===== config.mk =====
export PLATFORM = sky130hd
export DESIGN_NAME = icache_top
export DESIGN_NICKNAME = d
export VERILOG_FILES = /design/src/icache_pkg.sv /design/src/bus_arbiter.sv /design/src/fill_queue.sv /design/src/icache_fetch_port.sv /design/src/icache_tag_data.sv /design/src/icache_top.sv
export SDC_FILE = /design/constraint.sdc
export NUM_CORES = 2
export LEC_CHECK = 0
export BUFFER_PORTS_ARGS = -buffer_cell sky130_fd_sc_hd__buf_4
export CAP_MARGIN = 20
export CORE_MARGIN = 2
export CORE_UTILIZATION = 45
export DETAILED_ROUTE_END_ITERATION = 7
export PLACE_DENSITY = 0.63
export SYNTH_ARGS = -nofsm -noshare
export SYNTH_HDL_FRONTEND = slang
export SYNTH_HIERARCHICAL = 1
export SYNTH_SLANG_ARGS = --single-unit

===== constraint.sdc =====
create_clock -name clock -period 7.3 [get_ports clock]
set_input_delay 0.365 -clock clock [delete_from_list [all_inputs] [get_ports clock]]
set_output_delay 0.365 -clock clock [all_outputs]
set_load 0.005 [all_outputs]

===== src/icache_pkg.sv =====
`default_nettype none

package icache_pkg;

  localparam int ADDR_BITS    = 32;
  localparam int DATA_BITS    = 64;
  localparam int MEM_TAG_BITS = 4;
  localparam int OFFSET_BITS  = 3; // byte within the 8-byte line

  typedef enum logic [1:0] {
    BUS_NONE     = 2'd0,
    BUS_LOAD     = 2'd1,
    BUS_STORE    = 2'd2, // width only
    BUS_RESERVED = 2'd3  // width only
  } bus_command_e;

  typedef enum logic [1:0] {
    PORT_IDLE    = 2'd0,
    PORT_REQUEST = 2'd1,
    PORT_WAIT    = 2'd2
  } port_state_e;

  // clear the byte offset
  function automatic logic [ADDR_BITS-1:0] line_addr(input logic [ADDR_BITS-1:0] addr);
    return {addr[ADDR_BITS-1:OFFSET_BITS], {OFFSET_BITS{1'b0}}};
  endfunction

  // set index, right aligned; caller truncates to its own width
  function automatic logic [ADDR_BITS-1:0] addr_index(input logic [ADDR_BITS-1:0] addr,
                                                      input int unsigned set_bits);
    logic [ADDR_BITS-1:0] mask;
    mask = {ADDR_BITS{1'b1}} >> (ADDR_BITS - set_bits);
    return (addr >> OFFSET_BITS) & mask;
  endfunction

  // everything above index and offset
  function automatic logic [ADDR_BITS-1:0] addr_tag(input logic [ADDR_BITS-1:0] addr,
                                                    input int unsigned set_bits);
    return addr >> (OFFSET_BITS + set_bits);
  endfunction

endpackage

`default_nettype wire


===== src/bus_arbiter.sv =====
`default_nettype none

module bus_arbiter (
  input  logic                                clock,
  input  logic                                reset,
  input  logic                                request0,
  input  logic                                request1,
  input  logic [icache_pkg::ADDR_BITS-1:0]    request_addr0,
  input  logic [icache_pkg::ADDR_BITS-1:0]    request_addr1,
  output logic                                accept0,
  output logic                                accept1,
  output icache_pkg::bus_command_e            mem_command,
  output logic [icache_pkg::ADDR_BITS-1:0]    mem_addr,
  input  logic [icache_pkg::MEM_TAG_BITS-1:0] mem_response,
  output logic                                record,
  output logic [icache_pkg::ADDR_BITS-1:0]    record_addr,
  output logic [icache_pkg::MEM_TAG_BITS-1:0] record_tag
);

  logic favor1; // port 1 wins a tie
  logic grant0;
  logic grant1;
  logic accepted;

  assign grant1 = request1 && (!request0 || favor1);
  assign grant0 = request0 && !grant1;

  assign mem_command = (grant0 || grant1) ? icache_pkg::BUS_LOAD : icache_pkg::BUS_NONE;
  assign mem_addr    = grant1 ? request_addr1 : request_addr0;

  // zero response means refused, the port simply keeps requesting
  assign accepted = (mem_command == icache_pkg::BUS_LOAD) && (mem_response != '0);

  assign accept0 = accepted && grant0;
  assign accept1 = accepted && grant1;

  assign record      = accepted;
  assign record_addr = mem_addr;
  assign record_tag  = mem_response;

  always_ff @(posedge clock) begin
    if (reset) begin
      favor1 <= 1'b0;
    end else if (accepted) begin
      favor1 <= grant0; // other port goes first next time
    end
  end

endmodule

`default_nettype wire


===== src/fill_queue.sv =====
`default_nettype none

module fill_queue #(
  parameter int FILL_DEPTH   = 2,
  parameter int NUM_SET_BITS = 5
) (
  input  logic                                clock,
  input  logic                                reset,
  input  logic                                record,
  input  logic [icache_pkg::ADDR_BITS-1:0]    record_addr,
  input  logic [icache_pkg::MEM_TAG_BITS-1:0] record_tag,
  input  logic [icache_pkg::MEM_TAG_BITS-1:0] mem_tag,
  input  logic [icache_pkg::DATA_BITS-1:0]    mem_data,
  output logic                                wr_en,
  output logic [icache_pkg::ADDR_BITS-1:0]    wr_addr,
  output logic [icache_pkg::DATA_BITS-1:0]    wr_data
);

  localparam int NUM_TAGS   = 2 ** icache_pkg::MEM_TAG_BITS;
  localparam int PTR_BITS   = (FILL_DEPTH > 1) ? $clog2(FILL_DEPTH) : 1;
  localparam int COUNT_BITS = $clog2(FILL_DEPTH + 1);

  logic [icache_pkg::ADDR_BITS-1:0] tag_table [NUM_TAGS]; // address per outstanding tag

  logic [icache_pkg::ADDR_BITS-1:0] fifo_addr [FILL_DEPTH];
  logic [icache_pkg::DATA_BITS-1:0] fifo_data [FILL_DEPTH];
  logic [PTR_BITS-1:0]              wr_ptr;
  logic [PTR_BITS-1:0]              rd_ptr;
  logic [COUNT_BITS-1:0]            fill_count;

  logic push;
  logic pop;

  assign push = mem_tag != '0;
  assign pop  = fill_count != '0;

  assign wr_en   = pop;
  assign wr_addr = fifo_addr[rd_ptr];
  assign wr_data = fifo_data[rd_ptr];

  always_ff @(posedge clock) begin
    if (record) begin
      tag_table[record_tag] <= record_addr;
    end
    if (push) begin
      fifo_addr[wr_ptr] <= tag_table[mem_tag];
      fifo_data[wr_ptr] <= mem_data;
    end
  end

  always_ff @(posedge clock) begin
    if (reset) begin
      wr_ptr     <= '0;
      rd_ptr     <= '0;
      fill_count <= '0;
    end else begin
      if (push) begin
        wr_ptr <= (wr_ptr == PTR_BITS'(FILL_DEPTH - 1)) ? '0 : wr_ptr + 1'b1;
      end
      if (pop) begin
        rd_ptr <= (rd_ptr == PTR_BITS'(FILL_DEPTH - 1)) ? '0 : rd_ptr + 1'b1;
      end
      case ({push, pop})
        2'b10:   fill_count <= fill_count + 1'b1;
        2'b01:   fill_count <= fill_count - 1'b1;
        default: fill_count <= fill_count; // both or neither
      endcase
    end
  end

endmodule

`default_nettype wire


===== src/icache_fetch_port.sv =====
`default_nettype none

module icache_fetch_port (
  input  logic                             clock,
  input  logic                             reset,
  input  logic [icache_pkg::ADDR_BITS-1:0] fetch_addr,
  input  logic                             hit,
  input  logic [icache_pkg::DATA_BITS-1:0] line_data,
  output logic [icache_pkg::DATA_BITS-1:0] fetch_data,
  output logic                             fetch_valid,
  output logic                             request,
  output logic [icache_pkg::ADDR_BITS-1:0] request_addr,
  input  logic                             accept
);

  icache_pkg::port_state_e state;
  icache_pkg::port_state_e state_next;

  logic [icache_pkg::ADDR_BITS-1:0] fetch_line;
  logic [icache_pkg::ADDR_BITS-1:0] last_addr; // line seen on the previous cycle
  logic                             addr_changed;

  assign fetch_line   = icache_pkg::line_addr(fetch_addr);
  assign addr_changed = fetch_line != last_addr;

  // hit path is purely combinational
  assign fetch_valid = hit;
  assign fetch_data  = line_data;

  // a changed address or a late fill cancels the request at once
  assign request      = (state == icache_pkg::PORT_REQUEST) && !addr_changed && !hit;
  assign request_addr = last_addr;

  always_comb begin
    state_next = state;
    case (state)
      icache_pkg::PORT_IDLE: begin
        if (!hit) begin
          state_next = icache_pkg::PORT_REQUEST; // miss
        end
      end
      icache_pkg::PORT_REQUEST: begin
        if (hit || addr_changed) begin
          state_next = icache_pkg::PORT_IDLE;
        end else if (accept) begin
          state_next = icache_pkg::PORT_WAIT;
        end
      end
      icache_pkg::PORT_WAIT: begin
        // fill still lands even if the port leaves early
        if (hit || addr_changed) begin
          state_next = icache_pkg::PORT_IDLE;
        end
      end
      default: begin
        state_next = icache_pkg::PORT_IDLE;
      end
    endcase
  end

  always_ff @(posedge clock) begin
    if (reset) begin
      state <= icache_pkg::PORT_IDLE;
    end else begin
      state <= state_next;
    end
  end

  always_ff @(posedge clock) begin
    last_addr <= fetch_line;
  end

endmodule

`default_nettype wire


===== src/icache_tag_data.sv =====
`default_nettype none

module icache_tag_data #(
  parameter int NUM_SET_BITS = 5
) (
  input  logic                             clock,
  input  logic                             reset,
  input  logic [icache_pkg::ADDR_BITS-1:0] rd_addr0,
  input  logic [icache_pkg::ADDR_BITS-1:0] rd_addr1,
  output logic [icache_pkg::DATA_BITS-1:0] rd_data0,
  output logic [icache_pkg::DATA_BITS-1:0] rd_data1,
  output logic                             rd_hit0,
  output logic                             rd_hit1,
  input  logic                             wr_en,
  input  logic [icache_pkg::ADDR_BITS-1:0] wr_addr,
  input  logic [icache_pkg::DATA_BITS-1:0] wr_data
);

  localparam int NUM_SETS = 2 ** NUM_SET_BITS;
  localparam int TAG_BITS = icache_pkg::ADDR_BITS - NUM_SET_BITS - icache_pkg::OFFSET_BITS;

  logic [TAG_BITS-1:0]              tag_mem  [NUM_SETS];
  logic [icache_pkg::DATA_BITS-1:0] data_mem [NUM_SETS];
  logic [NUM_SETS-1:0]              valid;

  logic [NUM_SET_BITS-1:0] wr_index;
  logic [TAG_BITS-1:0]     wr_tag;

  // both read ports share one lookup body
  logic [icache_pkg::ADDR_BITS-1:0] rd_addr [2];
  logic [icache_pkg::DATA_BITS-1:0] rd_data [2];
  logic                             rd_hit  [2];

  assign rd_addr[0] = rd_addr0;
  assign rd_addr[1] = rd_addr1;
  assign rd_data0   = rd_data[0];
  assign rd_data1   = rd_data[1];
  assign rd_hit0    = rd_hit[0];
  assign rd_hit1    = rd_hit[1];

  for (genvar i = 0; i < 2; i++) begin : g_read
    logic [NUM_SET_BITS-1:0] rd_index;
    logic [TAG_BITS-1:0]     rd_tag;

    assign rd_index   = NUM_SET_BITS'(icache_pkg::addr_index(rd_addr[i], NUM_SET_BITS));
    assign rd_tag     = TAG_BITS'(icache_pkg::addr_tag(rd_addr[i], NUM_SET_BITS));
    assign rd_hit[i]  = valid[rd_index] && (tag_mem[rd_index] == rd_tag);
    assign rd_data[i] = data_mem[rd_index];
  end

  assign wr_index = NUM_SET_BITS'(icache_pkg::addr_index(wr_addr, NUM_SET_BITS));
  assign wr_tag   = TAG_BITS'(icache_pkg::addr_tag(wr_addr, NUM_SET_BITS));

  always_ff @(posedge clock) begin
    if (reset) begin
      valid <= '0;
    end else if (wr_en) begin
      valid[wr_index] <= 1'b1;
    end
  end

  always_ff @(posedge clock) begin
    if (wr_en) begin
      tag_mem[wr_index]  <= wr_tag; // same-index fill displaces the old line
      data_mem[wr_index] <= wr_data;
    end
  end

endmodule

`default_nettype wire


===== src/icache_top.sv =====
`default_nettype none

module icache_top #(
  parameter int NUM_SET_BITS = 5,
  parameter int FILL_DEPTH   = 2
) (
  input  logic                                clock,
  input  logic                                reset,
  input  logic [icache_pkg::ADDR_BITS-1:0]    fetch_addr0,
  output logic [icache_pkg::DATA_BITS-1:0]    fetch_data0,
  output logic                                fetch_valid0,
  input  logic [icache_pkg::ADDR_BITS-1:0]    fetch_addr1,
  output logic [icache_pkg::DATA_BITS-1:0]    fetch_data1,
  output logic                                fetch_valid1,
  output icache_pkg::bus_command_e            mem_command,
  output logic [icache_pkg::ADDR_BITS-1:0]    mem_addr,
  input  logic [icache_pkg::MEM_TAG_BITS-1:0] mem_response,
  input  logic [icache_pkg::DATA_BITS-1:0]    mem_data,
  input  logic [icache_pkg::MEM_TAG_BITS-1:0] mem_tag
);

  logic [icache_pkg::DATA_BITS-1:0]    line_data0;
  logic [icache_pkg::DATA_BITS-1:0]    line_data1;
  logic                                hit0;
  logic                                hit1;
  logic                                request0;
  logic                                request1;
  logic [icache_pkg::ADDR_BITS-1:0]    request_addr0;
  logic [icache_pkg::ADDR_BITS-1:0]    request_addr1;
  logic                                accept0;
  logic                                accept1;
  logic                                record;
  logic [icache_pkg::ADDR_BITS-1:0]    record_addr;
  logic [icache_pkg::MEM_TAG_BITS-1:0] record_tag;
  logic                                wr_en;
  logic [icache_pkg::ADDR_BITS-1:0]    wr_addr;
  logic [icache_pkg::DATA_BITS-1:0]    wr_data;

  icache_tag_data #(
    .NUM_SET_BITS (NUM_SET_BITS)
  ) u_tag_data (
    .clock    (clock),
    .reset    (reset),
    .rd_addr0 (fetch_addr0),
    .rd_addr1 (fetch_addr1),
    .rd_data0 (line_data0),
    .rd_data1 (line_data1),
    .rd_hit0  (hit0),
    .rd_hit1  (hit1),
    .wr_en    (wr_en),
    .wr_addr  (wr_addr),
    .wr_data  (wr_data)
  );

  icache_fetch_port u_port0 (
    .clock        (clock),
    .reset        (reset),
    .fetch_addr   (fetch_addr0),
    .hit          (hit0),
    .line_data    (line_data0),
    .fetch_data   (fetch_data0),
    .fetch_valid  (fetch_valid0),
    .request      (request0),
    .request_addr (request_addr0),
    .accept       (accept0)
  );

  icache_fetch_port u_port1 (
    .clock        (clock),
    .reset        (reset),
    .fetch_addr   (fetch_addr1),
    .hit          (hit1),
    .line_data    (line_data1),
    .fetch_data   (fetch_data1),
    .fetch_valid  (fetch_valid1),
    .request      (request1),
    .request_addr (request_addr1),
    .accept       (accept1)
  );

  bus_arbiter u_arbiter (
    .clock         (clock),
    .reset         (reset),
    .request0      (request0),
    .request1      (request1),
    .request_addr0 (request_addr0),
    .request_addr1 (request_addr1),
    .accept0       (accept0),
    .accept1       (accept1),
    .mem_command   (mem_command),
    .mem_addr      (mem_addr),
    .mem_response  (mem_response),
    .record        (record),
    .record_addr   (record_addr),
    .record_tag    (record_tag)
  );

  fill_queue #(
    .FILL_DEPTH   (FILL_DEPTH),
    .NUM_SET_BITS (NUM_SET_BITS)
  ) u_fill_queue (
    .clock       (clock),
    .reset       (reset),
    .record      (record),
    .record_addr (record_addr),
    .record_tag  (record_tag),
    .mem_tag     (mem_tag),
    .mem_data    (mem_data),
    .wr_en       (wr_en),
    .wr_addr     (wr_addr),
    .wr_data     (wr_data)
  );

endmodule

`default_nettype wire


### After elaboration in Yosys (flattened, before gate mapping)

Memory sizes are Yosys's and may differ from the RTL's. A register that Yosys moved wholly into a read port is not among the register bits.
Index checks and enable logic that the tools add are counted.

* logic and storage cells: 101
* bits in writable memories: 3520
* bits of input ports: 138
* memories: 5
* bits in registers: 99
* output and inout bits: 164

* eq/ne operators: 17
* reductions and logical operators: 30
* mux-type cells: 31
* order comparisons: 4
* add/subtract/negate cells: 4
* bitwise logic cells: 1

Memories
* u_tag_data.data_mem: words 32, width 64, rd ports 2, clocked after Yosys merged registers in 0, write ports 1, line icache_tag_data.sv:23 `logic [icache_pkg::DATA_BITS-1:0] data_mem [NUM_SETS];`
* u_tag_data.tag_mem: words 32, width 24, rd ports 2, clocked after Yosys merged registers in 0, write ports 1, line icache_tag_data.sv:22 `logic [TAG_BITS-1:0] tag_mem [NUM_SETS];`
* u_fill_queue.tag_table: words 16, width 32, rd ports 1, clocked after Yosys merged registers in 0, write ports 1, line fill_queue.sv:23 `logic [icache_pkg::ADDR_BITS-1:0] tag_table [NUM_TAGS];`
* u_fill_queue.fifo_data: words 2, width 64, rd ports 1, clocked after Yosys merged registers in 1, write ports 1, line fill_queue.sv:26 `logic [icache_pkg::DATA_BITS-1:0] fifo_data [FILL_DEPTH];`
* u_fill_queue.fifo_addr: words 2, width 32, rd ports 1, clocked after Yosys merged registers in 1, write ports 1, line fill_queue.sv:25 `logic [icache_pkg::ADDR_BITS-1:0] fifo_addr [FILL_DEPTH];`

Operators by type and width (number)
* $ne 29x29->1: 2
* $eq 24x24->1: 2
* $mux 32: 1
* $or 32x32->32: 1
* $lt 5x6->1 const B: 3
* $mux 1: 16
* $mux 2: 8
* $logic_and 1x1->1: 12
* $pmux 2 s3: 2
* $bmux 1 s5: 2
* $eq 2x1->1 const B: 4
* $reduce_bool 4->1: 2
* $eq 2x2->1 const B: 3
* $logic_not 1->1: 6
* $ne 3x3->1 const B: 2
* $reduce_and 3->1: 2
* $demux 1 s5: 1
* $ge 5x1->1 const B: 1
* $logic_not 2->1: 2
* $logic_or 1x1->1: 4
* $ne 2x1->1 const B: 2
* $ne 2x2->1 const B: 2
* $pmux 2 s2: 1
* $reduce_bool 2->1: 2
* 3 further kinds: 4

### Logic depth before layout (Yosys ltp)

* word-level depth: 18
* depth in mapped cells: 24
* gate-level depth less buffers: 17

### Hierarchy

Netlist, hierarchy kept.

By module, submodules not included
* icache_tag_data: cells each 6110, seq. area each 85201.7 µm², area an instance 131416.0 µm², instances 1
* fill_queue: cells each 1126, seq. area each 21240.4 µm², area an instance 26301.5 µm², instances 1
* icache_fetch_port: cells each 146, seq. area each 620.6 µm², area an instance 1505.2 µm², instances 2
* bus_arbiter: cells each 83, seq. area each 20.0 µm², area an instance 758.2 µm², instances 1

### Least setup slack after synthesis

Ideal clock, no wire load.

* path kind: in2reg
* start: input fetch_addr1[3] in the netlist's numbering
* end: memory u_fill_queue/tag_table[0][0] in the netlist's numbering, enable pin
* data arrival time: 6199 ps
* setup time: 461 ps
* stages: 18
* buffers on the path: 5
* slack: 640 ps
* cells stage by stage: buf_2 -> buf_6 -> buf_2 -> buf_2 -> buf_2 -> mux4_2 -> a22oi_1 -> nand3_1 -> xnor2_1 -> o211ai_1 -> nor4_2 -> nor3_1 -> nand4_1 -> nor3b_2 -> or2_2 -> and2_1 -> or3b_2 -> nor3_1

* word-level cells in the longest chain between the ends: 14

RTL lines
* start: declaration: line icache_top.sv:12 `input logic [icache_pkg::ADDR_BITS-1:0] fetch_addr1,`
* $mem_v2 32x24 / $bmux 1 s5 (equally long branches)
* $eq 24x24->1 / $mux 1 (equally long branches): line icache_tag_data.sv:47 `assign rd_hit[i] = valid[rd_index] && (tag_mem[rd_index] == rd_tag);`
* $logic_and 1x1->1 (*): line icache_tag_data.sv:47
* via hit1: line icache_top.sv:25 `logic hit1;`
* $logic_not 1->1 (*): line icache_fetch_port.sv:31 `assign request = (state == icache_pkg::PORT_REQUEST) && !addr_changed && !hit;`
* $logic_and 1x1->1 (*): line icache_fetch_port.sv:31
* via request1: line icache_top.sv:27 `logic request1;`
* $logic_and 1x1->1 (*): line bus_arbiter.sv:25 `assign grant1 = request1 && (!request0 || favor1);`
* [... 2 more ...]
* $logic_or 1x1->1 (*): line bus_arbiter.sv:28 `assign mem_command = (grant0 || grant1) ? icache_pkg::BUS_LOAD : icache_pkg::BUS_NONE;`
* $mux 1 (*): line bus_arbiter.sv:28
* via mem_command[0]: line icache_top.sv:15 `output icache_pkg::bus_command_e mem_command,`
* $eq 2x1->1 (*): line bus_arbiter.sv:32 `assign accepted = (mem_command == icache_pkg::BUS_LOAD) && (mem_response != '0);`
* $logic_and 1x1->1 (*): line bus_arbiter.sv:32
* via record: line icache_top.sv:32 `logic record;`
* $mux 1 (*): line fill_queue.sv:42 `if (record) begin`
* $mux 1 (not written as such) (*): line fill_queue.sv:43 `tag_table[record_tag] <= record_addr;`
* end: declaration: line fill_queue.sv:23

Mark *: on every way through the listed nets, which the timed path passes. The rest lies on a longest branch. The select of a mux whose other input is x is not followed.

### Worst setup path in the final report

* start: input fetch_addr0[4] in the netlist's numbering
* end: output mem_addr[29] in the netlist's numbering

* word-level cells in the longest chain between the ends: 9

RTL lines
* start: declaration: line icache_top.sv:9 `input logic [icache_pkg::ADDR_BITS-1:0] fetch_addr0,`
* $mem_v2 32x24 / $bmux 1 s5 (equally long branches)
* $eq 24x24->1 / $mux 1 (equally long branches): line icache_tag_data.sv:47
* $logic_and 1x1->1: line icache_tag_data.sv:47
* $logic_not 1->1: line icache_fetch_port.sv:31
* $logic_and 1x1->1 (*): line icache_fetch_port.sv:31
* via request0: line icache_top.sv:26 `logic request0;`
* $logic_not 1->1 (*): line bus_arbiter.sv:25
* $logic_or 1x1->1 (*): line bus_arbiter.sv:25
* $logic_and 1x1->1 (*): line bus_arbiter.sv:25
* $mux 32 (*): line bus_arbiter.sv:29 `assign mem_addr = grant1 ? request_addr1 : request_addr0;`
* end: declaration: line icache_top.sv:16 `output logic [icache_pkg::ADDR_BITS-1:0] mem_addr,`

Marked as above.

==> summary.txt <==
Floorplanning
  • Top-Level Pins: 302
  • Die Y: 599 um
  • Cell row count: 218
  • CORE AREA: 353000 sq um
  • Starting density of the core: 45.2%
  • Die area: 359000 sq um
  • Die W: 599 um

GRT
  • Largest net degree at the start of global routing: 157
  • Initial antenna violation count: 18
  • Overall Global Routing Usage: 27.0%
  • Vias in the first global route: 88.4k
  • Grt total ovfl: 0
  • Grt met1 use: 37.9%
  • Global route hottest layer: met2
  • Met2 Use GR: 42.6%
  • First-pass GRT wire length: 679 mm
  • Met3 Usage GRT: 5.44%

Timing
  • Max frequency: 0.140 GHz
  • Setup-failing EPs final: 0
  • Worst-Margin Slew: 1340 ps
  • Slew margin rel.: 10.1%
  • Hold slack: 107 ps
  • Final worst path period share: 98.1%
  • Minimum clock period: 7160 ps
  • Final TNS setup: 0 ps
  • Post-route clock skew: 64.2 ps
  • Pins Over Slew Limit: 0
  • RSZ-0062 raised after global routing: false
  • Hold Fails Final Rpt: 0

Worst setup path
  • Slowest cell delay on critical path: 720 ps
  • CP max-delay cell: a2111oi_0
  • Cell Chain, Critical Path: dlygate4sd3_1, buf_8, buf_4, nor2b_1, a22oi_1, nand3_1, o21ai_0, a2111oi_0, o2111ai_1, or4_1, nor4_2, nor3_1, nand4_1, nor3b_2, inv_1, o21ai_4, buf_12, mux2_2, buf_4
  • Crit. End Element: output port
  • Crit path required time: 6930 ps
  • Top cell by count, worst path: buf_4
  • CP arrival: 6790 ps
  • Worst setup SP type: input pin
  • Max FO, Critical Path: 62
  • Setup CP Type: input pin to output port

CTS
  • Num CTS Buffers: 378
  • Clock latency at the later pin of the worst-skew pair: 990 ps
  • H-tree levels: 5
  • Root buffer cell: clkbuf_16
  • Reg clk slew, reported paths: 60 ps
  • Clk buf depth: 4
  • # clock sinks: 3566
  • CTS tree: yes
  • Postcts setup bufs: 0

Routing
  • DRT antenna net count: 0
  • Initial DRC count: 12.8k
  • Wire length per cell: 37.6 um
  • Detailed Routing Iterations Pass 1: 6
  • Final WL: 487 mm
  • Vias per inst: 6.65
  • Vias: 86.2k
  • Drt drc: 0

Yosys
  • Yosys warns: 6
  • Netlist Area Pre-Place: 159000 sq um
  • Synthesized area per cell: 21.2 sq um
  • Syn Inst Count: 7530

Run
  • Max-cap violations: 0

Pwr
  • VDD IR-drop max: 0.245 mV
  • PnR Total Power: 49.8 mW
  • Int Pwr: 37.3 mW
  • Leakage: 57.1 nW
  • Combinational share of power: 12.3%
  • Pwr Density: 276 nW/um^2
  • Psw: 12.5 mW
  • Net Sw Frac: 25.0%
  • Reg power frac: 49.8%
  • Clock power frac: 37.8%

Final layout
  • Layout cell share with drive strength beyond 1: 37.6%
  • Area growth syn-to-layout: 13.1%
  • Fin nets: 8060

Min path
  • Worst min path class: input pin to flip-flop

Placed design
  • I/O Buffers: 291
  • Half-perimeter wire length after placement: 266 mm
  • Final GP Congestion: 0.909

Run status
  • Status: finished clean
## routing by layer
layer | part of all wire, % | routed length (um)
met1 | 39 | 188000
met2 | 48 | 231000
met3 | 10 | 49900
met4 | 3.6 | 17500
met5 | 0.014 | 67
## final cells by class
cell class / instances / area, sq um
Antenna cell: 7 / 17.5
Clock buffer: 466 / 9980
Clock inverter: 216 / 1980
Fill cell: 27700 / 172000
Inverter: 9 / 56.3
Multi-Input combinational cell: 3268 / 49900
Sequential cell: 3566 / 106000
Tap cell: 4730 / 5920
Timing Repair Buffer: 698 / 6470
## path summary, 6_finish.rpt
kind / startpoint / end / slack, ps / cells past startpoint
min: mem_response[0] / u_fill_queue/tag_table[0][18]$_DFFE_PP_ / 110 / 3
max: fetch_addr0[4] / mem_addr[29] / 140 / 19
min reg2reg: u_tag_data/valid[11]$_SDFFE_PP0P_ / u_tag_data/valid[11]$_SDFFE_PP0P_ / 490 / 2
max reg2reg: u_tag_data/tag_mem[7][2]$_DFFE_PP_ / u_fill_queue/tag_table[4][20]$_DFFE_PP_ / 1290 / 17
## sequential cells by signal (all words and copies together) (netlist names), named ones only
register                 count
u_port0/state                2
u_fill_queue/wr_ptr          1
u_tag_data/tag_mem         768
u_fill_queue/fifo_addr      58
u_port0/request_addr        29
u_port1/request_addr        29
u_arbiter/favor1             1
u_tag_data/data_mem       2048
u_fill_queue/tag_table     464
u_fill_queue/fifo_data     128
u_tag_data/valid            32
u_port1/state                2
u_fill_queue/fill_count      2
u_fill_queue/rd_ptr          1
## power groups by stage
stage | combinational [mW] | clock [mW] | sequential, mW
finish | 6.14 | 18.8 | 24.8
global route | 6.42 | 19.8 | 24.9
CTS | 6.12 | 19.1 | 24.8
detailed placement | 6.05 | 0 | 25.2
global placement | 5.91 | 0 | 25.1
floorplan | 3.72 | 0 | 25.1
## what timing repair did
action	4_1_cts	5_1_grt
endpoints found under the setup margin	0	7
gates resized for setup	0	1
hold buffers	128	0
endpoints found under the hold margin	259	0
## worst max-delay path: cells and delay by family
kind / cells / cell delay [ps]
buffers and inverters: 6 / 2060
and+or+nand+nor: 7 / 2240
AOI/OAI and AO/OA: 5 / 1460
muxes: 1 / 540
## cell usage in the layout, fill, tap and decap left out, types with 45 or more instances in the layout
master,instances
a22oi_1,100
xor2_1,51
mux4_2,1728
clkbuf_1,75
edfxtp_1,3466
nor2_1,114
nand2_1,368
buf_12,61
clkinv_2,64
nor2_4,45
dfxtp_1,99
clkbuf_16,383
buf_4,493
dlygate4sd3_1,128
mux2i_1,158
clkinv_1,86
mux2_2,189
xnor2_1,66
## per-stage QoR
step	util (%)	setup slack, ps	instance area [sq um]	std cells
after floorplan	-	851	159000	7534
after global placement	47.3	707	167000	12100
after detailed placement	47.4	799	167000	12100
after CTS	51.1	186	180000	12900
after global routing	51.2	33.4	180000	13000
final	51.2	140	180000	13000
Note: power is estimated with default switching activity, not from simulation.
